[src/logic/mul_consts.svh]
`ifndef MUL_CONSTS_SVH
`define MUL_CONSTS_SVH

// operand and result width of the RV64 datapath
`define MUL_XLEN 64

// request tag, wide enough to tell every request in flight apart
`define MUL_TAG_W 4

// request queue depth, also the request credits after reset
`define MUL_REQ_DEPTH 4

// result credits after reset, matches the consumer buffer
`define MUL_RES_CREDITS 2

// booth operands carry one extra sign bit
`define MUL_SRC_W 65
`define MUL_PROD_W 130

// radix-4 iterations over a 65-bit signed multiplier
`define MUL_STEPS 33

`endif

[src/logic/mul_pkg.sv]
`default_nettype none

`include "mul_consts.svh"

package mul_pkg;

	//**********************************************************************
	// operation encoding
	//**********************************************************************

	// MUL keeps the low half, the three MULH* forms keep the high half
	typedef enum logic [2:0] {
		MUL    = 3'd0,
		MULH   = 3'd1,
		MULHSU = 3'd2,
		MULHU  = 3'd3,
		MULW   = 3'd4
	} mul_op_e;

	//**********************************************************************
	// queue payloads
	//**********************************************************************

	// one request as it sits in the request queue, 3+64+64+4 bits
	typedef struct packed {
		mul_op_e              op;
		logic [`MUL_XLEN-1:0]  a;
		logic [`MUL_XLEN-1:0]  b;
		logic [`MUL_TAG_W-1:0] tag;
	} mul_req_t;

	// finished result waiting for an output credit
	typedef struct packed {
		logic [`MUL_XLEN-1:0]  value;
		logic [`MUL_TAG_W-1:0] tag;
	} mul_res_t;

endpackage

`default_nettype wire

[src/logic/sync_fifo.sv]
`timescale 1ns/1ps
`default_nettype none

module sync_fifo #(
	parameter type payload_t = logic [7:0],
	parameter int  DEPTH     = 2
) (
	input  logic                   clk,
	input  logic                   rst,
	input  logic                   flush,
	input  logic                   push,
	input  payload_t               push_data,
	input  logic                   pop,
	output payload_t               head,
	output logic                   empty,
	output logic [$clog2(DEPTH):0] count
);

	localparam int PTR_W = $clog2(DEPTH);

	// storage, no reset on the payload
	payload_t mem [DEPTH];

	logic [PTR_W-1:0] rd_ptr;
	logic [PTR_W-1:0] wr_ptr;

	// wrap at DEPTH-1 so odd depths work too
	function automatic logic [PTR_W-1:0] ptr_inc(input logic [PTR_W-1:0] p);
		if (p == PTR_W'(DEPTH - 1)) begin
			return '0;
		end
		return p + 1'b1;
	endfunction

	//**********************************************************************
	// pointers and occupancy
	//**********************************************************************

	always_ff @(posedge clk) begin
		if (rst || flush) begin
			rd_ptr <= '0;
			wr_ptr <= '0;
			count  <= '0;
		end else begin
			if (push) begin
				wr_ptr <= ptr_inc(wr_ptr);
			end
			if (pop) begin
				rd_ptr <= ptr_inc(rd_ptr);
			end
			// simultaneous push and pop leaves count alone
			case ({push, pop})
				2'b10:   count <= count + 1'b1;
				2'b01:   count <= count - 1'b1;
				default: count <= count;
			endcase
		end
	end

	always_ff @(posedge clk) begin
		if (push) begin
			mem[wr_ptr] <= push_data;
		end
	end

	// oldest entry
	assign head  = mem[rd_ptr];
	assign empty = (count == '0);

endmodule

`default_nettype wire

[src/logic/mul_decode.sv]
`timescale 1ns/1ps
`default_nettype none

`include "mul_consts.svh"

module mul_decode (
	input  logic                         clk,
	input  logic                         rst,
	// request queue head
	input  logic                         empty,
	input  mul_pkg::mul_op_e             head_op,
	input  logic [`MUL_XLEN-1:0]         head_a,
	input  logic [`MUL_XLEN-1:0]         head_b,
	input  logic [`MUL_TAG_W-1:0]        head_tag,
	output logic                         pop,
	// issue to the booth core
	input  logic                         core_busy,
	output logic                         start,
	output logic signed [`MUL_SRC_W-1:0] src_a,
	output logic signed [`MUL_SRC_W-1:0] src_b,
	output logic                         sel_hi,
	output logic                         is_word,
	output logic [`MUL_TAG_W-1:0]        tag
);

	import mul_pkg::*;

	// set for one cycle after an issue
	logic issued_q;

	//**********************************************************************
	// issue
	//**********************************************************************

	// pop and start together, head leaves the queue as it enters the core
	// issued_q spaces issues until core_busy has risen
	assign start = !empty && !core_busy && !issued_q;
	assign pop   = start;

	always_ff @(posedge clk) begin
		if (rst) begin
			issued_q <= 1'b0;
		end else begin
			issued_q <= start;
		end
	end

	//**********************************************************************
	// operand sign rules
	//**********************************************************************

	always_comb begin
		// default signed, low half of the product is the same either way
		src_a   = {head_a[`MUL_XLEN-1], head_a};
		src_b   = {head_b[`MUL_XLEN-1], head_b};
		sel_hi  = 1'b0;
		is_word = 1'b0;
		case (head_op)
			MULH: begin
				sel_hi = 1'b1;
			end
			MULHSU: begin
				// a signed, b unsigned
				sel_hi = 1'b1;
				src_b  = {1'b0, head_b};
			end
			MULHU: begin
				sel_hi = 1'b1;
				src_a  = {1'b0, head_a};
				src_b  = {1'b0, head_b};
			end
			MULW: begin
				// upper operand bits ignored
				is_word = 1'b1;
				src_a   = {{(`MUL_SRC_W-32){head_a[31]}}, head_a[31:0]};
				src_b   = {{(`MUL_SRC_W-32){head_b[31]}}, head_b[31:0]};
			end
			default: begin
				// plain MUL
				sel_hi = 1'b0;
			end
		endcase
	end

	// tag rides along untouched
	assign tag = head_tag;

endmodule

`default_nettype wire

[src/logic/booth_mul_core.sv]
`timescale 1ns/1ps
`default_nettype none

`include "mul_consts.svh"

module booth_mul_core (
	input  logic                         clk,
	input  logic                         rst,
	input  logic                         flush,
	// issue side
	input  logic                         start,
	input  logic signed [`MUL_SRC_W-1:0] src_a,
	input  logic signed [`MUL_SRC_W-1:0] src_b,
	input  logic                         sel_hi_in,
	input  logic                         is_word_in,
	input  logic [`MUL_TAG_W-1:0]        tag_in,
	output logic                         core_busy,
	// result side
	input  logic                         result_room,
	output logic                         done,
	output logic [`MUL_PROD_W-1:0]       product,
	output logic                         sel_hi,
	output logic                         is_word,
	output logic [`MUL_TAG_W-1:0]        tag
);

	localparam int STEP_W = $clog2(`MUL_STEPS + 1);
	// multiplier plus one sign bit on top and the booth zero below
	localparam int MPLR_W = `MUL_SRC_W + 2;

	logic                      running_q;
	logic [STEP_W-1:0]         step_q;
	logic [`MUL_PROD_W-1:0]    acc_q;
	logic [`MUL_PROD_W-1:0]    mcand_q;
	logic [MPLR_W-1:0]         mplr_q;
	logic [`MUL_PROD_W-1:0]    pp;
	logic                      accept;
	logic                      stepping;

	//**********************************************************************
	// control
	//**********************************************************************

	// busy while computing, or while no result slot is free
	assign core_busy = running_q || !result_room;
	assign accept    = start && !core_busy;

	// steps 0..MUL_STEPS-1 accumulate, the last cycle only reports done
	assign stepping = running_q && (step_q != STEP_W'(`MUL_STEPS));
	assign done     = running_q && (step_q == STEP_W'(`MUL_STEPS));

	always_ff @(posedge clk) begin
		if (rst || flush) begin
			running_q <= 1'b0;
			step_q    <= '0;
		end else if (accept) begin
			running_q <= 1'b1;
			step_q    <= '0;
		end else if (stepping) begin
			step_q <= step_q + 1'b1;
		end else if (done) begin
			// idle again, next start waits for result room
			running_q <= 1'b0;
		end
	end

	//**********************************************************************
	// radix-4 recoding
	//**********************************************************************

	// bits i+1, i, i-1 of the multiplier pick 0, +-a or +-2a
	always_comb begin
		case (mplr_q[2:0])
			3'b001, 3'b010: pp = mcand_q;
			3'b011:         pp = mcand_q << 1;
			3'b100:         pp = -(mcand_q << 1);
			3'b101, 3'b110: pp = -mcand_q;
			default:        pp = '0;
		endcase
	end

	//**********************************************************************
	// datapath
	//**********************************************************************

	// arithmetic is mod 2^130, wide enough for any 65x65 signed product
	always_ff @(posedge clk) begin
		if (accept) begin
			acc_q   <= '0;
			mcand_q <= {{(`MUL_PROD_W-`MUL_SRC_W){src_a[`MUL_SRC_W-1]}}, src_a};
			mplr_q  <= {src_b[`MUL_SRC_W-1], src_b, 1'b0};
			// side band held until the next start
			sel_hi  <= sel_hi_in;
			is_word <= is_word_in;
			tag     <= tag_in;
		end else if (stepping) begin
			acc_q   <= acc_q + pp;
			// multiplicand moves up by two weights each step
			mcand_q <= mcand_q << 2;
			// multiplier moves down, sign kept
			mplr_q  <= {{2{mplr_q[MPLR_W-1]}}, mplr_q[MPLR_W-1:2]};
		end
	end

	assign product = acc_q;

endmodule

`default_nettype wire

[src/logic/mul_result.sv]
`timescale 1ns/1ps
`default_nettype none

`include "mul_consts.svh"

module mul_result (
	input  logic                   clk,
	input  logic                   rst,
	input  logic                   flush,
	// from the booth core
	input  logic                   done,
	input  logic [`MUL_PROD_W-1:0] product,
	input  logic                   sel_hi,
	input  logic                   is_word,
	input  logic [`MUL_TAG_W-1:0]  tag,
	output logic                   result_room,
	// to the consumer
	input  logic                   res_credit,
	output logic                   res_valid,
	output logic [`MUL_XLEN-1:0]   res_value,
	output logic [`MUL_TAG_W-1:0]  res_tag
);

	import mul_pkg::*;

	localparam int RES_DEPTH = 2;
	localparam int CNT_W     = $clog2(RES_DEPTH) + 1;
	localparam int CRED_W    = $clog2(`MUL_RES_CREDITS + 1);

	logic [`MUL_XLEN-1:0] sel_value;
	mul_res_t             pend_data;
	logic                 pend_valid;
	mul_res_t             q_head;
	logic                 q_empty;
	logic [CNT_W-1:0]     q_count;
	logic [CNT_W:0]       used;
	logic [CRED_W-1:0]    credits;
	logic                 send;

	//**********************************************************************
	// half select and word extension
	//**********************************************************************

	always_comb begin
		if (sel_hi) begin
			sel_value = product[2*`MUL_XLEN-1:`MUL_XLEN];
		end else if (is_word) begin
			sel_value = {{32{product[31]}}, product[31:0]};
		end else begin
			sel_value = product[`MUL_XLEN-1:0];
		end
	end

	// one cycle in a holding register before the queue
	always_ff @(posedge clk) begin
		if (rst || flush) begin
			pend_valid <= 1'b0;
		end else begin
			pend_valid <= done;
		end
	end

	always_ff @(posedge clk) begin
		if (done) begin
			pend_data.value <= sel_value;
			pend_data.tag   <= tag;
		end
	end

	sync_fifo #(
		.payload_t (mul_res_t),
		.DEPTH     (RES_DEPTH)
	) res_fifo_inst (
		.clk       (clk),
		.rst       (rst),
		.flush     (flush),
		.push      (pend_valid),
		.push_data (pend_data),
		.pop       (send),
		.head      (q_head),
		.empty     (q_empty),
		.count     (q_count)
	);

	// the held result already owns a slot
	assign used        = {1'b0, q_count} + (CNT_W+1)'(pend_valid);
	assign result_room = used < (CNT_W+1)'(RES_DEPTH);

	//**********************************************************************
	// credit-gated send
	//**********************************************************************

	assign send = (credits != '0) && !q_empty;

	always_ff @(posedge clk) begin
		if (rst || flush) begin
			credits   <= CRED_W'(`MUL_RES_CREDITS);
			res_valid <= 1'b0;
		end else begin
			// spend on send, regain on each consumer pulse
			credits   <= credits - CRED_W'(send) + CRED_W'(res_credit);
			res_valid <= send;
		end
	end

	always_ff @(posedge clk) begin
		if (send) begin
			res_value <= q_head.value;
			res_tag   <= q_head.tag;
		end
	end

endmodule

`default_nettype wire

[src/logic/mul_unit_top.sv]
`timescale 1ns/1ps
`default_nettype none

`include "mul_consts.svh"

module mul_unit_top (
	input  logic                  clk,
	input  logic                  rst,
	input  logic                  flush,
	// request side, credit controlled
	input  logic                  req_valid,
	input  mul_pkg::mul_op_e      req_op,
	input  logic [`MUL_XLEN-1:0]  req_a,
	input  logic [`MUL_XLEN-1:0]  req_b,
	input  logic [`MUL_TAG_W-1:0] req_tag,
	output logic                  req_credit,
	// result side
	output logic                  res_valid,
	output logic [`MUL_XLEN-1:0]  res_value,
	output logic [`MUL_TAG_W-1:0] res_tag,
	input  logic                  res_credit
);

	import mul_pkg::*;

	mul_req_t req_in;
	mul_req_t req_head;
	logic     req_empty;
	logic     req_pop;

	// decode to core
	logic                         start;
	logic signed [`MUL_SRC_W-1:0] src_a;
	logic signed [`MUL_SRC_W-1:0] src_b;
	logic                         dec_sel_hi;
	logic                         dec_is_word;
	logic [`MUL_TAG_W-1:0]        dec_tag;
	logic                         core_busy;

	// core to result
	logic                         done;
	logic [`MUL_PROD_W-1:0]       product;
	logic                         core_sel_hi;
	logic                         core_is_word;
	logic [`MUL_TAG_W-1:0]        core_tag;
	logic                         result_room;

	//**********************************************************************
	// request queue
	//**********************************************************************

	always_comb begin
		req_in.op  = req_op;
		req_in.a   = req_a;
		req_in.b   = req_b;
		req_in.tag = req_tag;
	end

	// producer credits keep this from ever seeing a full queue
	sync_fifo #(
		.payload_t (mul_req_t),
		.DEPTH     (`MUL_REQ_DEPTH)
	) req_fifo_inst (
		.clk       (clk),
		.rst       (rst),
		.flush     (flush),
		.push      (req_valid),
		.push_data (req_in),
		.pop       (req_pop),
		.head      (req_head),
		.empty     (req_empty),
		.count     ()
	);

	// credit back one cycle after each pop, none for flushed entries
	always_ff @(posedge clk) begin
		if (rst || flush) begin
			req_credit <= 1'b0;
		end else begin
			req_credit <= req_pop;
		end
	end

	//**********************************************************************
	// stages
	//**********************************************************************

	mul_decode mul_decode_inst (
		.clk       (clk),
		.rst       (rst),
		.empty     (req_empty),
		.head_op   (req_head.op),
		.head_a    (req_head.a),
		.head_b    (req_head.b),
		.head_tag  (req_head.tag),
		.pop       (req_pop),
		.core_busy (core_busy),
		.start     (start),
		.src_a     (src_a),
		.src_b     (src_b),
		.sel_hi    (dec_sel_hi),
		.is_word   (dec_is_word),
		.tag       (dec_tag)
	);

	booth_mul_core booth_mul_core_inst (
		.clk         (clk),
		.rst         (rst),
		.flush       (flush),
		.start       (start),
		.src_a       (src_a),
		.src_b       (src_b),
		.sel_hi_in   (dec_sel_hi),
		.is_word_in  (dec_is_word),
		.tag_in      (dec_tag),
		.core_busy   (core_busy),
		.result_room (result_room),
		.done        (done),
		.product     (product),
		.sel_hi      (core_sel_hi),
		.is_word     (core_is_word),
		.tag         (core_tag)
	);

	mul_result mul_result_inst (
		.clk         (clk),
		.rst         (rst),
		.flush       (flush),
		.done        (done),
		.product     (product),
		.sel_hi      (core_sel_hi),
		.is_word     (core_is_word),
		.tag         (core_tag),
		.result_room (result_room),
		.res_credit  (res_credit),
		.res_valid   (res_valid),
		.res_value   (res_value),
		.res_tag     (res_tag)
	);

endmodule

`default_nettype wire

[config.mk]
export PLATFORM = sky130hd
export DESIGN_NAME = mul_unit_top
export DESIGN_NICKNAME = d
export VERILOG_FILES = /design/src/logic/mul_pkg.sv /design/src/logic/sync_fifo.sv /design/src/logic/mul_decode.sv /design/src/logic/booth_mul_core.sv /design/src/logic/mul_result.sv /design/src/logic/mul_unit_top.sv
export VERILOG_INCLUDE_DIRS = /design/src /design/src/logic
export SDC_FILE = /design/constraint.sdc
export NUM_CORES = 2
export LEC_CHECK = 0
export ABC_CLOCK_PERIOD_IN_PS = 10700
export BUFFER_PORTS_ARGS = -buffer_cell sky130_fd_sc_hd__clkbuf_2
export CAP_MARGIN = 20
export CELL_PAD_IN_SITES_DETAIL_PLACEMENT = 0
export CELL_PAD_IN_SITES_GLOBAL_PLACEMENT = 1
export CORE_ASPECT_RATIO = 0.6
export CORE_MARGIN = 1.5
export CORE_UTILIZATION = 55
export CTS_CLUSTER_DIAMETER = 120
export DETAILED_ROUTE_END_ITERATION = 16
export GPL_ROUTABILITY_DRIVEN = 0
export PLACE_DENSITY = 0.89
export SYNTH_ARGS = -nofsm -noshare
export SYNTH_HDL_FRONTEND = slang
export SYNTH_SLANG_ARGS = --single-unit
[constraint.sdc]
create_clock -name clk -period 10.7 [get_ports clk]
set_clock_uncertainty 0.15 [all_clocks]
set_input_delay 1.605 -clock clk [delete_from_list [all_inputs] [get_ports clk]]
set_output_delay 1.605 -clock clk [all_outputs]
set_load 0.01 [all_outputs]
; ---- Word-level counts from Yosys, hierarchy flattened
; Memories as Yosys holds them, arrays and structs flattened. A register that Yosys moved wholly into a read port is not among the register bits.
; Index checks and enable logic that the tools add are counted.
; W data, S select, Z words.
[classes]
n_addsub = 15
mul = 0
div_mod_pow = 0
n_lt_le_gt_ge = 1
eq_ne = 19
shift = 0
muxes = 42
n_bitwise = 0
reduce_logical = 26
[ops]
columns = operator, n
row1 = $pmux W130 S4, 1
row2 = $mux W130, 2
row3 = $neg A130 Y130, 2
row4 = $pmux W65 S2, 2
row5 = $add A130 B130 Y130, 1
row6 = $mux W64, 2
row7 = $mux W67, 1
row8 = $mux W66, 1
row9 = $mux W1, 25
row10 = $eq A3 B2 Y1 const B, 4
row11 = $eq A3 B3 Y1 const B, 4
row12 = $mux W2, 6
row13 = $reduce_bool A2 Y1, 5
row14 = $eq A2 B2 Y1 const B, 4
row15 = $reduce_or A2 Y1, 4
row16 = $add A2 B1 Y2 const B, 3
row17 = $add A6 B1 Y6 const B, 1
row18 = $eq A3 B1 Y1 const B, 2
row19 = $eq A6 B6 Y1 const B, 1
row20 = $logic_and A1 B1 Y1, 6
row21 = $ne A6 B6 Y1 const B, 1
row22 = $pmux W3 S2, 1
row23 = $logic_not A1 Y1, 5
row24 = $eq A2 B1 Y1 const B, 2
row25 = 15 further kinds, 17
[totals]
regBits = 425
latch_bits = 0
ramBits = 676
mem_bits_ro = 0
elab_cells = 128
n_memories = 2
[memory_table]
columns = name, depth, word_bits, read_ports, rd_ports_with_merged_regs, wr, line
row1 = req_fifo_inst.mem, 4, 135, 1, 1, 1, sync_fifo.sv:22  ; payload_t mem [DEPTH];
row2 = mul_result_inst.res_fifo_inst.mem, 2, 68, 1, 1, 1, sync_fifo.sv:22

; ---- Logic depth before layout (Yosys ltp)
[logic_depth]
depth_word = 12
ltp_mapped = 30

; ---- Cells and area by module
; From an unflattened synthesis, not the netlist that was laid out.
[unflattened]
hier_cells = 5033
area_unflattened_um2 = 59457.0
[modules_own_cells]
columns = module, n_inst, cells_each, area_per_inst_um2, seq_area_each_um2
row1 = booth_mul_core, 1, 3582, 27682.8, 8828.5
row2 = sync_fifo (req_fifo_inst), 1, 753, 19896.6, 16395.7
row3 = mul_result, 1, 300, 5525.3, 4164.0
row4 = sync_fifo (mul_result_inst.res_fifo_inst), 1, 233, 5099.9, 4184.0
row5 = mul_decode, 1, 163, 1219.9, 20.0
row6 = mul_unit_top, 1, 2, 32.5, 20.0

; ---- Worst setup path before layout
; OpenSTA, ideal clock, no wires.
[synth_path]
path_kind = register -> register
from = register booth_mul_core_inst.mcand_q[3]
to = register booth_mul_core_inst.acc_q[124], in the netlist booth_mul_core_inst.product[124]
setup_time_ps = 128
arrival_time_ps = 5887
path_slack_ps = 4535
path_stages_with_launch = 28
n_path_buf = 3
synth_period_minus_slack_ps = 6165
path_cell_list = edfxtp_1 buf_2 nor3_2 and4b_1 buf_2 nand4bb_1 clkbuf_1 nor2_1 nand3_1 or3_1 or3_1 and2_1 xor2_1 a221oi_1 a31oi_1 ha_1 a21o_1 a21o_1 a21oi_1 o221ai_1 a221o_1 o311ai_0 o211ai_1 a21oi_1 o21ai_0 a31oi_1 xnor2_1 o21ai_0
[synth_via]
elab_chain_cells = 3
word_cells_on_any_way = 4
classes_between = add/sub: 3 / mux: 1
[synth_rtl]
columns = element, line
row1 = from (decl), booth_mul_core.sv:34  ; logic [`MUL_PROD_W-1:0] mcand_q;
row2 = from (signal assigned), booth_mul_core.sv:90  ; mcand_q <= {{(`MUL_PROD_W-`MUL_SRC_W){src_a[`MUL_SRC_W-1]}}, src_a};
row3 = from (signal assigned), booth_mul_core.sv:99  ; mcand_q <= mcand_q << 2;
row4 = "$neg A130 Y130, on equally long branches", "booth_mul_core.sv:77, booth_mul_core.sv:76"
row5 = $pmux W130 S4 (*), booth_mul_core.sv:73  ; case (mplr_q[2:0])
row6 = $add A130 B130 Y130 (*), booth_mul_core.sv:97  ; acc_q <= acc_q + pp;
row7 = to (signal assigned), booth_mul_core.sv:97
row8 = to (decl), booth_mul_core.sv:33  ; logic [`MUL_PROD_W-1:0] acc_q;
; Every way passes the cells marked *; elsewhere a longest branch is shown, timed or not.
; A chain may end at the register's enable or synchronous reset.

; ---- Final worst setup path
[layout_path]
from = register booth_mul_core_inst.mcand_q[6]
to = register booth_mul_core_inst.acc_q[124], in the netlist booth_mul_core_inst.product[124]
; Same word-level chain as after synthesis.

==> results.py <==
metrics = {
    "run_status": {
        "outcome": "completed",
    },
    "floorplanning": {
        "coreArea_sq_mm": 0.105,
        "io_pins": 210,
        "die_area_sq_mm": 0.108,
        "die_width_um": 424,
        "starting_density_pct": 55.6,
        "std_cell_rows": 92,
        "die_y_um": 256,
    },
    "yosys": {
        "synth_area_sq_mm": 0.0585,
        "synth.yosys.seq_area_share_pct": 57.3,
        "synthesis.instances": 4978,
        "ys.warnings.count": 0,
        "synth.avg_cell_area_sq_um": 11.7,
        "synth_ff_type": "edfxtp_1",
        "synth-edff-count": 1012,
        "net_count_of_the_mapped_netlist": 5259,
        "synth.lib_cells_used.distinct": 88,
        "flip_flop_and_latch_count_after_synthesis": 1167,
        "async_reset_ff_share_pct": 0,
    },
    "clock_tree": {
        "clock_tree_from_tritoncts": "done",
        "ctsLongestPathBuffers": 3,
        "ctsRootBufferMaster": "clkbuf_16",
        "insertion_delay_ns": 0.73,
        "cts_resized": 0,
        "postCtsSetupRepairBufs": 0,
        "cts-buffers-inserted": 104,
        "worst_setup_hold_path_clk_slew_ns": 0.07,
        "htree_levels": 3,
        "ctsHoldBuffers": 0,
        "clock_sink_count": 1167,
    },
    "global_route": {
        "grt_most_used_layer": "met1",
        "global_route.usage.met2_pct": 41.5,
        "met3_usage_pct": 10.1,
        "grt.overflow.total": 0,
        "first_global_vias": 38470,
        "grt_pass1_wl_um": 250000,
        "tot_gr_track_use_pct": 30.6,
        "grt_start_max_net_pins": 166,
        "antenna_found_initial": 1,
        "gr-usage-met1_pct": 47.5,
    },
    "timing": {
        "final_period_minus_worst_setup_slack_ns": 8.54,
        "tns_ns": 0,
        "tightest_slew_ns": 0.964,
        "setup_viol_count_final": 0,
        "ratio_of_final_minimum_period_to_clock_period_pct": 79.8,
        "final_max_slew_viol_count": 0,
        "maximum_achievable_frequency_mhz": 117,
        "relSlewSlack_pct": 34.9,
        "worst_hold_slack_ns": 0.286,
        "rsz0062_at_grt": "false",
        "final-hold-violation-count": 0,
    },
    "layout": {
        "final_layout_size_suffix_gt1_share_pct": 14.7,
        "final.fill_count": 8100,
        "most_frequent_cells_in_the_layout": "1012 x edfxtp_1, 618 x nand2_1, 442 x o21ai_0",
        "layout.cells.most_common": "edfxtp_1",
        "area_growth_pct": 9.22,
        "final_nets": 5258,
    },
    "run": {
        "maxCapViolations": 0,
    },
    "setup_path": {
        "critical_path.startpoint_type": "flop",
        "worstPathRequired_ns": 11.15,
        "worst_setup_path_end_kind": "flop",
        "maximum_net_fanout_on_the_critical_path": 9,
        "slowest_stage": "a21oi_1",
        "worstPathCellList": "nor3_1, and4b_1, nand4bb_1, nor2_1, nand3_1, or3_1, or3_1, and2_1, xor2_1, a221oi_1, a31oi_1, ha_1, a21o_1, a21o_1, a21oi_1, o221ai_1, a221o_1, o311ai_0, o211ai_1, a21oi_1, o21ai_0, a31oi_1, xnor2_1, o21ai_0",
        "slowest_delay_ns": 0.76,
        "criticalPathCategory": "flop to flop",
        "cp.arrival_ns": 8.99,
    },
    "power_and_ir_drop": {
        "internal_power_mw": 9.42,
        "power_density_mw_per_mm2": 238,
        "power.switching_mw": 5.79,
        "p_sw_share_pct": 38.1,
        "share_clk_of_total_power_pct": 25.0,
        "irDropWorstVdd_mv": 0.143,
        "seqPwrFrac_pct": 39.8,
        "part_of_the_total_power_dissipated_in_combinational_logic_pct": 35.3,
        "cellLeakagePower_nw": 22.5,
    },
    "drt": {
        "route.detailed.wl_per_inst_um": 26.0,
        "final_routed_wirelength_across_all_metal_layers_um": 168000,
        "drc": 0,
        "via_per_inst": 6.47,
        "drt_iter0_drc": 6233,
        "drt_pass1_iterations": 8,
        "ant_nets": 0,
        "routed-via-count": 41896,
    },
    "worst_hold_path": {
        "path_class_of_the_lowest_slack_min_delay_path": "flop to flop",
    },
    "place": {
        "dp_hpwl_um": 117000,
        "place.port_buffers": 209,
    },
}
registers in the layout (all words and copies together) (netlist names), 6 cells and up, named ones only:
signal                             count
mul_result_inst.res_fifo_inst.mem    136
booth_mul_core_inst.step_q             6
req_fifo_inst.mem                    540
booth_mul_core_inst.mplr_q            67
mul_result_inst.pend_data             68
booth_mul_core_inst.product          128
mul_result_inst.res_value             64
booth_mul_core_inst.mcand_q          128
power groups by stage:
stage               logic, mW  clock network [mW]  registers [mW]
global route             5.75                4.00            6.09
global placement         5.08                   0            6.10
finish                   5.36                3.80            6.05
detailed placement       5.11                   0            6.11
floorplan                3.77                   0            5.84
CTS                      5.16                3.83            6.02
cell usage after synthesis, types with 45 or more instances:
cell / instances / share of area [%]
a21oi_1: 328 / 2.8
dfxtp_1: 155 / 5.3
clkbuf_1: 346 / 2.2
a22oi_1: 58 / 0.74
nor2_1: 274 / 1.8
inv_1: 68 / 0.44
edfxtp_1: 1012 / 52
xnor2_1: 159 / 2.4
mux2_2: 110 / 2.1
nand2_1: 620 / 4.0
mux4_2: 135 / 5.2
nand4_1: 93 / 1.0
xor2_1: 153 / 2.3
a21o_1: 160 / 2.1
nor3_1: 73 / 0.62
o21ai_0: 443 / 3.8
a22o_1: 45 / 0.67
ha_1: 139 / 3.0
or3_1: 52 / 0.56
worst paths after layout:
kind	startpoint	endpoint	slack, ns	cells past startpoint
max	booth_mul_core_inst.mcand_q[6]	booth_mul_core_inst.product[124]	2.16	24
min	mul_result_inst.pend_data[44]	mul_result_inst.res_fifo_inst.mem[1][44]	0.29	0
max reg2reg	booth_mul_core_inst.mcand_q[6]	booth_mul_core_inst.product[124]	2.16	24
min reg2reg	mul_result_inst.pend_data[44]	mul_result_inst.res_fifo_inst.mem[1][44]	0.29	0
per-stage QoR:
step | worst slack (ns) | instance area [sq um] | power, mW | utilization (%) | cells
floorplan | 4.54 | 58500 | 9.61 | - | 4978
global placement | 2.73 | 60400 | 11.2 | 57.4 | 6278
detailed placement | 2.57 | 60400 | 11.2 | 57.4 | 6278
CTS | 2.54 | 63800 | 15.0 | 60.7 | 6469
global route | 1.84 | 63800 | 15.8 | 60.7 | 6472
finish | 2.16 | 63800 | 15.2 | 60.7 | 6473
final cells by class:
cell class | count | area [sq um] | area share, %
sequential | 1167 | 33500 | 52.5
inverter | 69 | 267 | 0.417
clock inverter | 60 | 601 | 0.941
multi-input combinational | 3361 | 23400 | 36.6
tap | 1410 | 1760 | 2.76
clock buffer | 131 | 2790 | 4.36
timing repair buffer | 274 | 1560 | 2.44
antenna | 1 | 2.50 | 0.00392
logic make-up (layout without fill, tap and decap cells):
| logic type | count (synthesis) | after routing | share of synthesized area [%] |
|---|---|---|---|
| compound gates | 1321 | 1321 | 13.9 |
| xor+xnor | 312 | 312 | 4.67 |
| fa+ha+maj | 141 | 141 | 3.04 |
| buf+inv | 450 | 534 | 2.92 |
| flops | 1167 | 1167 | 57.3 |
| mux | 260 | 260 | 7.58 |
| other cells | 0 | 1 | 0 |
| simple gates | 1327 | 1327 | 10.6 |
critical path, delay by kind of cell, from the launching register on:
| kind | cells | cell delay [ns] |
|---|---|---|
| AO/OA/AOI/OAI | 13 | 3.70 |
| AND/OR/NAND/NOR | 8 | 3.30 |
| flip-flops | 1 | 0.52 |
| adder cells (fa/ha/maj) | 1 | 0.44 |
| XOR/XNOR | 2 | 0.29 |
metal layers:
| layer | part of all wire (%) | up-vias |
|---|---|---|
| met3 | 13 | 215 |
| met2 | 41 | 2526 |
| li1 | - | 18706 |
| met5 | 0 | - |
| met1 | 43 | 20449 |
| met4 | 2.1 | 0 |
Power figures use the tool's default switching activity.
